<file path="src/source/tlk_tx_pkg.sv">
`default_nettype none

package tlk_tx_pkg;

    //////////////////////////////
    // data types
    //////////////////////////////

    // one word on the tlk2711 parallel port
    typedef logic [15:0] halfword_t;

    // halfwords carried by one dma beat
    localparam int HALFWORDS_PER_BEAT = 4;

    // one beat from the dma source
    typedef logic [HALFWORDS_PER_BEAT*16-1:0] dma_beat_t;

    //////////////////////////////
    // link codes
    //////////////////////////////

    // comma, sent as {D5_6, K28_5} with tklsb only
    localparam logic [7:0] K28_5 = 8'hBC;
    localparam logic [7:0] D5_6  = 8'hC5;

    // start of frame, {K28_2, K27_7} with both flags
    localparam logic [7:0] K27_7 = 8'hFB;
    localparam logic [7:0] K28_2 = 8'h5C;

    // end of frame, {K29_7, K30_7} with both flags
    localparam logic [7:0] K30_7 = 8'hFE;
    localparam logic [7:0] K29_7 = 8'hFD;

    // frame header words
    localparam logic [15:0] HEAD_0 = 16'hEB90;
    localparam logic [15:0] HEAD_1 = 16'hE116;

    // file sign, low byte marks the last frame of a transfer
    localparam logic [7:0] TX_IND   = 8'h81;
    localparam logic [7:0] FILE_END = 8'h01;

    //////////////////////////////
    // modes and states
    //////////////////////////////

    typedef enum logic [3:0] {
        MODE_NORMAL   = 4'd0,
        MODE_LOOPBACK = 4'd1,
        MODE_KCODE    = 4'd2
    } tx_mode_e;

    typedef enum logic [3:0] {
        ST_IDLE      = 4'd0,
        ST_BEGIN     = 4'd1,
        ST_SYNC      = 4'd2,
        ST_SOF       = 4'd3,
        ST_HEAD      = 4'd4,
        ST_FILE_SIGN = 4'd5,
        ST_FRAME_NUM = 4'd6,
        ST_VLD_DLEN  = 4'd7,
        ST_VLD_DATA  = 4'd8,
        ST_CHECKSUM  = 4'd9,
        ST_EOF       = 4'd10,
        ST_GAP       = 4'd11
    } tx_state_e;

endpackage

`default_nettype wire

</file>
<file path="src/source/halfword_fifo_if.sv">
`timescale 1ns/1ps
`default_nettype none

interface halfword_fifo_if;
    import tlk_tx_pkg::*;

    // write side, one halfword per strobe
    logic      wr_strobe;
    halfword_t wr_data;
    logic      room_for_beat;

    // read side, head entry always presented
    logic      rd_strobe;
    halfword_t rd_data;
    logic      empty;

    modport writer (
        output wr_strobe,
        output wr_data,
        input  room_for_beat
    );

    modport buffer (
        input  wr_strobe,
        input  wr_data,
        output room_for_beat,
        input  rd_strobe,
        output rd_data,
        output empty
    );

    modport reader (
        output rd_strobe,
        input  rd_data,
        input  empty
    );

endinterface

`default_nettype wire

</file>
<file path="src/source/dma_unpacker.sv">
`timescale 1ns/1ps
`default_nettype none

module dma_unpacker (
    input  logic                  clk,
    input  logic                  i_soft_reset,
    input  logic                  i_dma_valid,
    input  tlk_tx_pkg::dma_beat_t i_dma_data,
    output logic                  o_dma_ready,
    halfword_fifo_if.writer       wr
);
    import tlk_tx_pkg::*;

    // held beat, viewed as halfwords with index 0 the lowest
    halfword_t [HALFWORDS_PER_BEAT-1:0] beat_q;
    logic [1:0]                         hw_idx;
    logic                               busy;
    logic                               beat_accept;

    //////////////////////////////
    // dma handshake
    //////////////////////////////

    // only take a beat when all four halfwords are sure to fit
    assign o_dma_ready = !busy && wr.room_for_beat;
    assign beat_accept = i_dma_valid && o_dma_ready;

    always_ff @(posedge clk) begin
        if (beat_accept) begin
            beat_q <= i_dma_data;
        end
    end

    //////////////////////////////
    // halfword serializer
    //////////////////////////////

    // busy for exactly four cycles after each accepted beat
    always_ff @(posedge clk) begin
        if (i_soft_reset) begin
            busy   <= 1'b0;
            hw_idx <= 2'd0;
        end else if (beat_accept) begin
            busy   <= 1'b1;
            hw_idx <= 2'd0;
        end else if (busy) begin
            hw_idx <= hw_idx + 2'd1;
            if (hw_idx == 2'(HALFWORDS_PER_BEAT - 1)) begin
                busy <= 1'b0;
            end
        end
    end

    // one write per busy cycle, lowest halfword first
    assign wr.wr_strobe = busy;
    assign wr.wr_data   = beat_q[hw_idx];

endmodule

`default_nettype wire

</file>
<file path="src/source/frame_transmitter.sv">
`timescale 1ns/1ps
`default_nettype none

module frame_transmitter #(
    parameter int SYNC_CYCLES = 6,
    parameter int GAP_CYCLES  = 16
) (
    input  logic                  clk,
    input  logic                  i_soft_reset,
    input  logic                  i_tx_start,
    input  tlk_tx_pkg::tx_mode_e  i_tx_mode,
    input  logic [15:0]           i_tx_packet_body,
    input  logic [15:0]           i_tx_packet_tail,
    input  logic [15:0]           i_tx_body_num,
    halfword_fifo_if.reader       rd,
    output logic                  o_tx_interrupt,
    output logic                  o_2711_loopen,
    output logic                  o_2711_tkmsb,
    output logic                  o_2711_tklsb,
    output tlk_tx_pkg::halfword_t o_2711_txd
);
    import tlk_tx_pkg::*;

    localparam int SYNC_W = $clog2(SYNC_CYCLES + 1);
    localparam int GAP_W  = $clog2(GAP_CYCLES + 1);

    tx_state_e         state;
    tx_mode_e          tx_mode;
    logic              start_seen;
    logic [15:0]       body_len;
    logic [15:0]       tail_len;
    logic [15:0]       body_num;
    logic [15:0]       frame_cnt;
    logic [SYNC_W-1:0] sync_cnt;
    logic              head_cnt;
    logic [14:0]       data_cnt;
    logic [GAP_W-1:0]  gap_cnt;
    halfword_t         csum;

    logic              last_frame;
    halfword_t         frame_len;
    logic [14:0]       frame_hw;
    logic              kcode_on;
    logic              pop;
    logic              sync_done;
    logic              gap_done;
    logic              data_done;

    halfword_t         next_txd;
    logic              next_tkmsb;
    logic              next_tklsb;

    //////////////////////////////
    // transfer setup
    //////////////////////////////

    always_ff @(posedge clk) begin
        if (i_tx_start) begin
            body_len <= i_tx_packet_body;
            tail_len <= i_tx_packet_tail;
            body_num <= i_tx_body_num;
        end
    end

    // start is remembered until the frame sequence begins
    always_ff @(posedge clk) begin
        if (i_soft_reset) begin
            tx_mode    <= MODE_NORMAL;
            start_seen <= 1'b0;
        end else if (i_tx_start) begin
            tx_mode    <= i_tx_mode;
            start_seen <= 1'b1;
        end else if (state == ST_BEGIN) begin
            start_seen <= 1'b0;
        end
    end

    assign last_frame = (frame_cnt == body_num);
    assign frame_len  = last_frame ? tail_len : body_len;
    assign frame_hw   = frame_len[15:1];

    // k-code words start the cycle after the start strobe
    assign kcode_on = (tx_mode == MODE_KCODE) || (i_tx_start && i_tx_mode == MODE_KCODE);

    // data phase stalls on an empty buffer
    assign pop          = (state == ST_VLD_DATA) && !rd.empty;
    assign rd.rd_strobe = pop;

    assign sync_done = (sync_cnt == SYNC_W'(SYNC_CYCLES - 1));
    assign gap_done  = (gap_cnt == GAP_W'(GAP_CYCLES - 1));
    assign data_done = pop && (data_cnt == frame_hw - 15'd1);

    //////////////////////////////
    // frame fsm
    //////////////////////////////

    always_ff @(posedge clk) begin
        if (i_soft_reset) begin
            state <= ST_IDLE;
        end else begin
            case (state)
                ST_IDLE: begin
                    if (start_seen && tx_mode != MODE_KCODE && !rd.empty) begin
                        state <= ST_BEGIN;
                    end
                end
                ST_BEGIN:     state <= ST_SYNC;
                ST_SYNC:      state <= sync_done ? ST_SOF : ST_SYNC;
                ST_SOF:       state <= ST_HEAD;
                ST_HEAD:      state <= head_cnt ? ST_FILE_SIGN : ST_HEAD;
                ST_FILE_SIGN: state <= ST_FRAME_NUM;
                ST_FRAME_NUM: state <= ST_VLD_DLEN;
                // zero length frame skips the data phase
                ST_VLD_DLEN:  state <= (frame_hw == '0) ? ST_CHECKSUM : ST_VLD_DATA;
                ST_VLD_DATA:  state <= data_done ? ST_CHECKSUM : ST_VLD_DATA;
                ST_CHECKSUM:  state <= ST_EOF;
                ST_EOF:       state <= ST_GAP;
                ST_GAP: begin
                    if (gap_done) begin
                        state <= last_frame ? ST_IDLE : ST_SOF;
                    end
                end
                default:      state <= ST_IDLE;
            endcase
        end
    end

    //////////////////////////////
    // counters and checksum
    //////////////////////////////

    always_ff @(posedge clk) begin
        if (i_soft_reset) begin
            sync_cnt  <= '0;
            head_cnt  <= 1'b0;
            gap_cnt   <= '0;
            data_cnt  <= '0;
            frame_cnt <= '0;
            csum      <= '0;
        end else begin
            sync_cnt <= (state == ST_SYNC) ? sync_cnt + 1'b1 : '0;
            head_cnt <= (state == ST_HEAD) ? ~head_cnt : 1'b0;
            gap_cnt  <= (state == ST_GAP) ? gap_cnt + 1'b1 : '0;

            if (state == ST_SOF) begin
                data_cnt <= '0;
            end else if (pop) begin
                data_cnt <= data_cnt + 15'd1;
            end

            // frame number advances as the gap ends
            if (state == ST_IDLE) begin
                frame_cnt <= '0;
            end else if (state == ST_GAP && gap_done) begin
                frame_cnt <= frame_cnt + 16'd1;
            end

            // sum of frame number, length and data, comma cycles excluded
            case (state)
                ST_SOF:       csum <= '0;
                ST_FRAME_NUM: csum <= csum + frame_cnt;
                ST_VLD_DLEN:  csum <= csum + frame_len;
                ST_VLD_DATA:  csum <= pop ? csum + rd.rd_data : csum;
                default:      csum <= csum;
            endcase
        end
    end

    //////////////////////////////
    // link word
    //////////////////////////////

    always_comb begin
        next_txd   = '0;
        next_tkmsb = 1'b0;
        next_tklsb = 1'b0;
        if (kcode_on) begin
            next_txd   = {K28_2, K27_7};
            next_tkmsb = 1'b1;
            next_tklsb = 1'b1;
        end else begin
            case (state)
                ST_SYNC, ST_GAP: begin
                    next_txd   = {D5_6, K28_5};
                    next_tklsb = 1'b1;
                end
                ST_SOF: begin
                    next_txd   = {K28_2, K27_7};
                    next_tkmsb = 1'b1;
                    next_tklsb = 1'b1;
                end
                ST_HEAD:      next_txd = head_cnt ? HEAD_1 : HEAD_0;
                ST_FILE_SIGN: next_txd = {TX_IND, (last_frame ? FILE_END : 8'h00)};
                ST_FRAME_NUM: next_txd = frame_cnt;
                ST_VLD_DLEN:  next_txd = frame_len;
                ST_VLD_DATA: begin
                    // comma fills a cycle with nothing to send
                    next_txd   = pop ? rd.rd_data : {D5_6, K28_5};
                    next_tklsb = !pop;
                end
                ST_CHECKSUM:  next_txd = csum;
                ST_EOF: begin
                    next_txd   = {K29_7, K30_7};
                    next_tkmsb = 1'b1;
                    next_tklsb = 1'b1;
                end
                default:      next_txd = '0;
            endcase
        end
    end

    always_ff @(posedge clk) begin
        if (i_soft_reset) begin
            o_2711_txd     <= '0;
            o_2711_tkmsb   <= 1'b0;
            o_2711_tklsb   <= 1'b0;
            o_2711_loopen  <= 1'b0;
            o_tx_interrupt <= 1'b0;
        end else begin
            o_2711_txd     <= next_txd;
            o_2711_tkmsb   <= next_tkmsb;
            o_2711_tklsb   <= next_tklsb;
            o_2711_loopen  <= (tx_mode == MODE_LOOPBACK);
            o_tx_interrupt <= (state == ST_GAP) && gap_done && last_frame;
        end
    end

endmodule

`default_nettype wire

</file>
<file path="src/source/halfword_fifo.sv">
`timescale 1ns/1ps
`default_nettype none

module halfword_fifo #(
    parameter int FIFO_DEPTH = 64
) (
    input  logic            clk,
    input  logic            i_soft_reset,
    halfword_fifo_if.buffer port
);
    import tlk_tx_pkg::*;

    localparam int PTR_W = $clog2(FIFO_DEPTH);

    // room threshold, a whole beat must still fit
    localparam logic [PTR_W:0] ROOM_LIMIT = (PTR_W + 1)'(FIFO_DEPTH - HALFWORDS_PER_BEAT);

    halfword_t        mem [FIFO_DEPTH];
    logic [PTR_W-1:0] wr_ptr;
    logic [PTR_W-1:0] rd_ptr;
    logic [PTR_W:0]   count;

    // wrap explicitly so any depth works
    function automatic logic [PTR_W-1:0] ptr_next(input logic [PTR_W-1:0] ptr);
        logic [PTR_W-1:0] nxt;
        nxt = (ptr == PTR_W'(FIFO_DEPTH - 1)) ? '0 : ptr + 1'b1;
        return nxt;
    endfunction

    //////////////////////////////
    // storage
    //////////////////////////////

    always_ff @(posedge clk) begin
        if (port.wr_strobe) begin
            mem[wr_ptr] <= port.wr_data;
        end
    end

    // fall-through read of the head entry
    assign port.rd_data = mem[rd_ptr];

    //////////////////////////////
    // pointers and occupancy
    //////////////////////////////

    always_ff @(posedge clk) begin
        if (i_soft_reset) begin
            wr_ptr <= '0;
            rd_ptr <= '0;
            count  <= '0;
        end else begin
            if (port.wr_strobe) begin
                wr_ptr <= ptr_next(wr_ptr);
            end
            if (port.rd_strobe) begin
                rd_ptr <= ptr_next(rd_ptr);
            end
            case ({port.wr_strobe, port.rd_strobe})
                2'b10:   count <= count + 1'b1;
                2'b01:   count <= count - 1'b1;
                default: count <= count;
            endcase
        end
    end

    assign port.empty         = (count == '0);
    assign port.room_for_beat = (count <= ROOM_LIMIT);

endmodule

`default_nettype wire

</file>
<file path="src/source/tlk2711_tx_top.sv">
`timescale 1ns/1ps
`default_nettype none

module tlk2711_tx_top #(
    parameter int FIFO_DEPTH  = 64,
    parameter int SYNC_CYCLES = 6,
    parameter int GAP_CYCLES  = 16
) (
    input  logic        clk,
    input  logic        i_soft_reset,

    // transfer control
    input  logic        i_tx_start,
    input  logic [3:0]  i_tx_mode,
    input  logic [15:0] i_tx_packet_body,
    input  logic [15:0] i_tx_packet_tail,
    input  logic [15:0] i_tx_body_num,

    // dma source
    input  logic        i_dma_valid,
    input  logic [63:0] i_dma_data,
    output logic        o_dma_ready,

    // tlk2711 link
    output logic        o_tx_interrupt,
    output logic        o_2711_loopen,
    output logic        o_2711_tkmsb,
    output logic        o_2711_tklsb,
    output logic [15:0] o_2711_txd
);
    import tlk_tx_pkg::*;

    halfword_fifo_if hw_if ();

    dma_unpacker u_unpacker (
        .clk          (clk),
        .i_soft_reset (i_soft_reset),
        .i_dma_valid  (i_dma_valid),
        .i_dma_data   (i_dma_data),
        .o_dma_ready  (o_dma_ready),
        .wr           (hw_if)
    );

    halfword_fifo #(
        .FIFO_DEPTH (FIFO_DEPTH)
    ) u_fifo (
        .clk          (clk),
        .i_soft_reset (i_soft_reset),
        .port         (hw_if)
    );

    frame_transmitter #(
        .SYNC_CYCLES (SYNC_CYCLES),
        .GAP_CYCLES  (GAP_CYCLES)
    ) u_tx (
        .clk              (clk),
        .i_soft_reset     (i_soft_reset),
        .i_tx_start       (i_tx_start),
        .i_tx_mode        (tx_mode_e'(i_tx_mode)),
        .i_tx_packet_body (i_tx_packet_body),
        .i_tx_packet_tail (i_tx_packet_tail),
        .i_tx_body_num    (i_tx_body_num),
        .rd               (hw_if),
        .o_tx_interrupt   (o_tx_interrupt),
        .o_2711_loopen    (o_2711_loopen),
        .o_2711_tkmsb     (o_2711_tkmsb),
        .o_2711_tklsb     (o_2711_tklsb),
        .o_2711_txd       (o_2711_txd)
    );

endmodule

`default_nettype wire

</file>
<file path="config.mk">
export PLATFORM = sky130hd
export DESIGN_NAME = tlk2711_tx_top
export DESIGN_NICKNAME = d
export VERILOG_FILES = /design/src/source/tlk_tx_pkg.sv /design/src/source/halfword_fifo_if.sv /design/src/source/dma_unpacker.sv /design/src/source/frame_transmitter.sv /design/src/source/halfword_fifo.sv /design/src/source/tlk2711_tx_top.sv
export SDC_FILE = /design/constraint.sdc
export NUM_CORES = 1
export LEC_CHECK = 0
export BUFFER_PORTS_ARGS = -buffer_cell sky130_fd_sc_hd__buf_2
export CORE_MARGIN = 10
export CORE_UTILIZATION = 54
export DETAILED_ROUTE_END_ITERATION = 8
export PLACE_DENSITY = 0.71
export SYNTH_ARGS = -nofsm -noshare
export SYNTH_HDL_FRONTEND = slang
export SYNTH_SLANG_ARGS = --single-unit
</file>
<file path="constraint.sdc">
create_clock -name clk -period 5.5 [get_ports clk]
set_input_delay 0.825 -clock clk [delete_from_list [all_inputs] [get_ports clk]]
set_output_delay 0.825 -clock clk [all_outputs]
set_load 0.1 [all_outputs]
</file>
==> impl_metrics.py, run 1 <==
metrics = {
    "timing": {
        "setup_viol_count_final": 0,
        "finalHoldViolations": 0,
        "finalCriticalPeriod_ns": 5.09,
        "final.setup.worst_slack_ns": 0.414,
        "final.setup_skew_ns": 0.0262,
        "max_slew_margin_pct": 13.1,
        "rsz0062_at_grt": "false",
        "max_freq_mhz": 197,
        "slew_violations": 0,
        "setup_tns_ns": 0,
        "fin_hold_ws_ns": 0.290,
        "timing.final.crit_share_pct": 92.5,
        "tightest_slew_ns": 1.30,
    },
    "critical_path": {
        "crit_chain": "buf_12 > buf_4 > mux4_2 > mux4_2 > mux4_2 > a22oi_1 > o21ai_1 > ha_1 > inv_1 > fa_1 > nor2b_1 > o21a_1 > o21ai_0 > a21o_1 > a21oi_1 > nor3_1 > o31ai_1 > o311ai_0",
        "slowest_stage": "mux4_2",
        "reg2reg_to": "u_tx.csum[14]$_SDFFE_PP0P_",
        "r2r_cells": 18,
        "worstPathArrival_ns": 5.67,
        "required_ns": 6.09,
        "crit_type": "reg2reg",
        "max_stage_delay_ns": 0.57,
        "crit_path_max_fanout": 12,
        "worst_setup_path_start_kind": "flip-flop",
        "r2r_setup_slack_ns": 0.41,
        "end_kind": "flip-flop",
        "crit_top_cell": "mux4_2",
    },
    "routing": {
        "dr_total_vias": 25900,
        "drt_iter0_drc": 3050,
        "viasPerCell": 6.31,
        "wl_per_cell_um": 29.0,
        "dr.pass1.iters": 8,
        "postRouteWirelength_um": 119000,
        "final_antenna_net_count": 0,
        "drc": 0,
    },
    "global_route": {
        "track_usage_pct": 23.0,
        "gr-total-overflow": 0,
        "grt_pass1_wl_um": 177000,
        "grt_max_degree": 65,
        "grt_pass1_vias": 26700,
        "antenna_found_initial": 7,
    },
    "final_layout": {
        "drive_gt1_share_pct": 28.7,
        "nNetsFinal": 2965,
        "syn2layout_area_growth_pct": 13.6,
        "post-route-cell-area_sq_um": 56600,
    },
    "power_and_ir_drop": {
        "switching_share_pct": 21.0,
        "p_int_w": 0.0155,
        "power_switching_w": 0.00413,
        "vdd_drop_max_mv": 0.290,
        "power_leakage_nw": 17.9,
        "cellPowerDensity_nw_per_um2": 348,
        "p_comb_share_pct": 4.1,
        "seqPwrFrac_pct": 54.4,
        "p_clk_share_pct": 41.5,
        "finalPower_w": 0.0197,
    },
    "clock_network": {
        "cts_resized": 0,
        "clk_pin_slew_ns": 0.06,
        "cts-root-buf": "clkbuf_16",
        "cts_setup_buffers": 0,
        "cts_buffers": 120,
        "cts_tree": "yes",
        "cts_sinks": 1249,
        "clockBufferDepth": 3,
        "cts_hold_buf": 0,
        "htree_levels": 3,
        "clk_latency_ns": 0.70,
    },
    "logic_synthesis": {
        "yosys_warnings": 0,
        "async_flop_share_pct": 0,
        "postSynthAreaPerCell_sq_um": 19.6,
        "synth_nets": 2696,
        "yosys.cell_types.count": 66,
        "synth_edf_count": 1136,
        "synthCells": 2543,
        "synth_flop_cell": "edfxtp_1",
        "ys_ff_latch": 1249,
        "syn_area_sq_um": 49800,
        "ys_seq_area_share_pct": 73.1,
    },
    "place": {
        "place_congestion": 0.921,
        "dp_hpwl_um": 73100,
        "dpl-instance-area_sq_um": 52600,
        "io_buffers": 140,
        "pre_cts_slack_ns": 0.432,
    },
    "min_path": {
        "hold_path.class": "in2reg",
        "whs_path_depth": 1,
        "hp-start": "i_dma_data[19]",
        "whs_endpoint": "u_unpacker.beat_q[19]$_DFFE_PP_",
    },
    "die": {
        "num_io_pins": 141,
        "die-area_sq_um": 105000,
        "core_sq_um": 91500,
        "floorplan.initialDensity_pct": 54.4,
        "die_w_um": 324,
        "die_h_um": 324,
        "rows": 111,
    },
    "status": {
        "outcome": "complete, no violations",
    },
    "job": {
        "max-cap-violations": 0,
    },
}
per-stage QoR:
stage,cells,utilization [%]
after floorplan,2543,-
after global placement,3876,57.5
after detailed placement,3876,57.5
after CTS,4099,61.8
after global routing,4099,61.8
final,4102,61.8
cell type report:
class / instances / area, sq um
Timing Repair Buffer: 279 / 1870
Clock buffer: 161 / 3350
Clock inverter: 62 / 603
Inverter: 22 / 82.6
Tap cell: 1186 / 1480
Fill cell: 6153 / 35000
Antenna cell: 3 / 7.51
Multi-Input combinational cell: 1140 / 12800
Sequential cell: 1249 / 36400
registers in the layout, indices dropped and copies added (netlist names), 2 cells and up, named ones only:
name	count
u_unpacker.hw_idx	2
u_tx.data_cnt	15
u_fifo.wr_ptr	6
u_fifo.mem	1024
u_tx.frame_cnt	16
u_tx.o_2711_txd	16
u_tx.body_num	16
u_tx.body_len	16
u_tx.csum	16
u_fifo.rd_ptr	6
u_tx.tx_mode	4
u_tx.state	4
u_tx.tail_len	16
u_tx.gap_cnt	5
u_tx.sync_cnt	3
u_unpacker.beat_q	64
u_fifo.count	7
critical path: cells and delay by family (launching register included):
family | cells | cell delay [ns]
mux | 3 | 1.64
compound gates | 8 | 1.52
buf+inv | 3 | 0.52
simple gates | 2 | 0.45
fa+ha+maj | 2 | 0.42
flops | 1 | 0.42
cell families after synthesis:
| group | share of synthesized area [%] |
|---|---|
| simple gates | 4.27 |
| fa+ha+maj | 0.860 |
| flops | 73.1 |
| compound gates | 2.32 |
| buf+inv | 1.38 |
| xor+xnor | 1.55 |
| mux | 16.5 |
synth_stat cells, drive strengths merged, types with 4 or more instances:
| cell | instances | area [sq um] |
|---|---|---|
| nor3 | 43 | 215 |
| xnor2 | 51 | 447 |
| a41oi | 4 | 35.0 |
| a31oi | 13 | 81.3 |
| o21a | 4 | 30.0 |
| and4 | 4 | 35.0 |
| and3 | 6 | 37.5 |
| a22oi | 21 | 158 |
| nand4 | 19 | 119 |
| nor2b | 10 | 62.6 |
| a21o | 9 | 67.6 |
| nor4 | 12 | 81.3 |
| o31ai | 5 | 37.5 |
| clkbuf | 77 | 289 |
| nand4b | 4 | 35.0 |
| nand2 | 95 | 357 |
| a221oi | 6 | 52.6 |
| nor2 | 182 | 683 |
| nand2b | 12 | 75.1 |
| edfxtp | 1136 | 34100 |
| dfxtp | 113 | 2260 |
| ha | 31 | 388 |
| and2 | 5 | 31.3 |
| or3 | 18 | 113 |
| inv | 21 | 78.8 |
| mux2i | 29 | 290 |
| nand3 | 25 | 125 |
| o21ai | 31 | 155 |
| nor3b | 6 | 45.0 |
| xor2 | 37 | 324 |
| buf | 55 | 317 |
| a21oi | 60 | 300 |
| o211ai | 4 | 30.0 |
| mux4 | 351 | 7910 |
power by group through the flow:
stage               registers, W  clock network [W]  logic [W]
floorplan                 0.0109                  0   0.000446
global placement          0.0109                  0   0.000770
detailed placement        0.0109                  0   0.000801
CTS                       0.0107            0.00830   0.000803
global route              0.0107            0.00867   0.000861
finish                    0.0107            0.00817   0.000800
layer usage:
metal | global-route usage [%] | vias to the layer above | wire, um
met3 | 3.88 | 204 | 9800
met2 | 38.0 | 1208 | 59800
met4 | 7.14 | 6 | 3340
met1 | 31.4 | 13600 | 45900
met5 | 0 | - | 41
li1 | - | 10900 | -
placed cells by master (no fill, tap or decap), types with 11 or more instances in the layout:
cell / instances
ha_1: 31
nand3_1: 25
nand4_1: 19
or3_1: 18
mux4_2: 351
clkbuf_1: 26
o21ai_0: 29
clkinv_1: 19
clkbuf_8: 11
buf_4: 129
xnor2_1: 51
dfxtp_1: 109
nand2b_1: 12
clkinv_2: 27
nor2_1: 181
clkbuf_16: 124
nor3_1: 33
nor4_1: 11
nand2_1: 95
a22oi_1: 21
a21oi_1: 60
xor2_1: 37
mux2i_1: 29
a31oi_1: 13
inv_1: 19
edfxtp_1: 1136
buf_2: 140
how the worst max path moves through the flow:
stage                          from                          to  slack, ns  depth (start not counted)
final                     flip-flop  u_tx.csum[14]$_SDFFE_PP0P_       0.41                         18
after global routing      flip-flop  u_tx.csum[15]$_SDFFE_PP0P_       0.06                         16
after CTS                 flip-flop  u_tx.csum[15]$_SDFFE_PP0P_       0.40                         16
after detailed placement  flip-flop  u_tx.csum[15]$_SDFFE_PP0P_       0.43                         16
after global placement    flip-flop  u_tx.csum[15]$_SDFFE_PP0P_       0.42                         16
after floorplan           flip-flop  u_tx.csum[15]$_SDFFE_PP0P_       0.78                         18
Note: power is estimated with default switching activity, not from simulation.
==> run 2, diff against run 1 <==
--- a/config.mk
+++ b/config.mk
@@ -9,7 +9,7 @@
 export CORE_MARGIN = 10
 export CORE_UTILIZATION = 54
 export DETAILED_ROUTE_END_ITERATION = 8
-export PLACE_DENSITY = 0.71
+export PLACE_DENSITY = 0.76
 export SYNTH_ARGS = -nofsm -noshare
 export SYNTH_HDL_FRONTEND = slang
 export SYNTH_SLANG_ARGS = --single-unit
==> run 2 against run 1 <==
  * Utilization shrank 0.18 points
  * Global-route usage up 0.37 points
  * Setup slack got worse by 0.098 ns
  * Sequential share of layout area is 0.18 points higher
  * Via count grew 1.4%
  * Combinational power increased by 1%
  * Largest cell class unchanged
==> impl_metrics.py, run 2 (synthesis gave the netlist of run 1 again) <==
metrics = {
    "clock_network": {
        "clk_latency_ns": 0.71,
        "cts_setup_buffers": 0,
        "cts-root-buf": "clkbuf_16",
        "htree_levels": 3,
        "cts_resized": 0,
        "cts_hold_buf": 0,
        "cts_buffers": 117,
        "cts_sinks": 1249,
        "clk_pin_slew_ns": 0.07,
        "cts_tree": "yes",
        "clockBufferDepth": 3,
    },
    "critical_path": {
        "worst_setup_path_start_kind": "flip-flop",
        "end_kind": "flip-flop",
        "path_buf_inv": 1,
        "worstPathArrival_ns": 5.79,
        "crit_path_max_fanout": 44,
        "crit_chain": "buf_12 > mux4_2 > mux4_2 > mux4_2 > a21oi_1 > nand2_1 > ha_1 > nand2_1 > o211a_1 > nor3_1 > nor2_1 > a211o_1 > o21ai_0 > xor2_1 > or3_1 > a31oi_1",
        "max_stage_delay_ns": 0.57,
        "critical_path.top_delay_family": "multiplexers",
        "crit_type": "reg2reg",
        "crit_top_cell": "mux4_2",
        "required_ns": 6.11,
        "slowest_stage": "mux4_2",
    },
    "global_route": {
        "gr-total-overflow": 0,
        "grt_pass1_wl_um": 180000,
        "track_usage_pct": 23.4,
        "grt_max_degree": 65,
        "antenna_found_initial": 5,
        "grt_pass1_vias": 26800,
    },
    "die": {
        "die_h_um": 324,
        "die_w_um": 324,
        "floorplan.initialDensity_pct": 54.4,
        "core_sq_um": 91500,
        "num_io_pins": 141,
        "rows": 111,
        "die-area_sq_um": 105000,
    },
    "timing": {
        "setup_viol_count_final": 0,
        "slew_violations": 0,
        "tightest_slew_ns": 1.31,
        "rsz0062_at_grt": "false",
        "max_freq_mhz": 193,
        "finalCriticalPeriod_ns": 5.18,
        "max_slew_margin_pct": 12.6,
        "timing.final.crit_share_pct": 94.3,
        "final.setup.worst_slack_ns": 0.315,
        "setup_tns_ns": 0,
        "finalHoldViolations": 0,
        "final.setup_skew_ns": 0.0279,
        "fin_hold_ws_ns": 0.295,
    },
    "min_path": {
        "hp-start": "i_dma_data[25]",
        "hold_path.class": "in2reg",
    },
    "final_layout": {
        "reg_top3": "u_fifo.mem: 1024 flops, u_unpacker.beat_q: 64 flops",
        "final_cell_mix": "edfxtp_1 (1136), mux4_2 (351), nor2_1 (174)",
        "seq_area_sq_um": 36400,
        "post-route-cell-area_sq_um": 56400,
        "nNetsFinal": 2939,
        "largest_reg_flops": 1024,
        "fillers": 6116,
        "final_common_cell": "edfxtp_1",
        "drive_gt1_share_pct": 28.1,
        "multi_input_area_sq_um": 12800,
        "syn2layout_area_growth_pct": 13.3,
        "regMostFlops": "u_fifo.mem",
    },
    "status": {
        "outcome": "complete, no violations",
    },
    "place": {
        "dpl-instance-area_sq_um": 52500,
        "dp_hpwl_um": 71100,
        "place_congestion": 0.917,
        "pre_cts_slack_ns": 0.422,
        "io_buffers": 140,
    },
    "routing": {
        "met3WireLength_um": 11500,
        "wl_met1_um": 44300,
        "wl_per_cell_um": 30.0,
        "routed.top_layer": "met5",
        "drc": 0,
        "final_antenna_net_count": 0,
        "detailroute.wirelength.met2_um": 62000,
        "dr.pass1.iters": 5,
        "postRouteWirelength_um": 122000,
        "viasPerCell": 6.44,
        "dr_total_vias": 26300,
        "drt_iter0_drc": 3161,
    },
    "job": {
        "max-cap-violations": 0,
    },
    "power_and_ir_drop": {
        "vdd_drop_max_mv": 0.266,
        "cellPowerDensity_nw_per_um2": 349,
        "power_leakage_nw": 17.7,
    },
}
## run 2: layer usage
metal  GRT usage [%]  vias to the layer above
li1                -                    10900
met3            4.58                      253
met5               0                        -
met4            8.49                        8
met2            39.4                     1434
met1            30.2                    13700
## run 2: where the power goes
part | internal, W | total (W) | switching [W] | leakage (nW)
Sequential | 0.0106 | 0.0107 | 0.0000986 | 11.2
Combinational | 0.000198 | 0.000812 | 0.000614 | 4.63
Clock | 0.00467 | 0.00814 | 0.00348 | 1.89
Total | 0.0155 | 0.0197 | 0.00419 | 17.7
## run 2: path summary, 6_finish.rpt
| kind | slack, ns | depth (start not counted) | endpoint |
|---|---|---|---|
| worst min register to register | 0.45 | 1 | u_tx.sync_cnt[0]$_SDFF_PP0_ |
| worst max-delay path | 0.32 | 16 | u_tx.csum[15]$_SDFFE_PP0P_ |
| worst max register to register | 0.32 | 16 | u_tx.csum[15]$_SDFFE_PP0P_ |
| worst min-delay path | 0.30 | 1 | u_unpacker.beat_q[25]$_DFFE_PP_ |
## run 2: final cells by class
type	count	area share, %
Sequential cell	1249	64.5
Multi-Input combinational cell	1140	22.7
Clock buffer	144	5.50
Timing Repair Buffer	256	3.10
Tap cell	1186	2.63
Clock inverter	76	1.37
Inverter	22	0.146
Antenna cell	3	0.0133
## run 2: metrics by stage
step,cells,util [%],total power (W)
floorplan,2543,-,0.0113
global placement,3853,57.4,0.0117
detailed placement,3853,57.4,0.0117
CTS,4073,61.6,0.0198
global route,4073,61.6,0.0202
finish,4076,61.6,0.0197
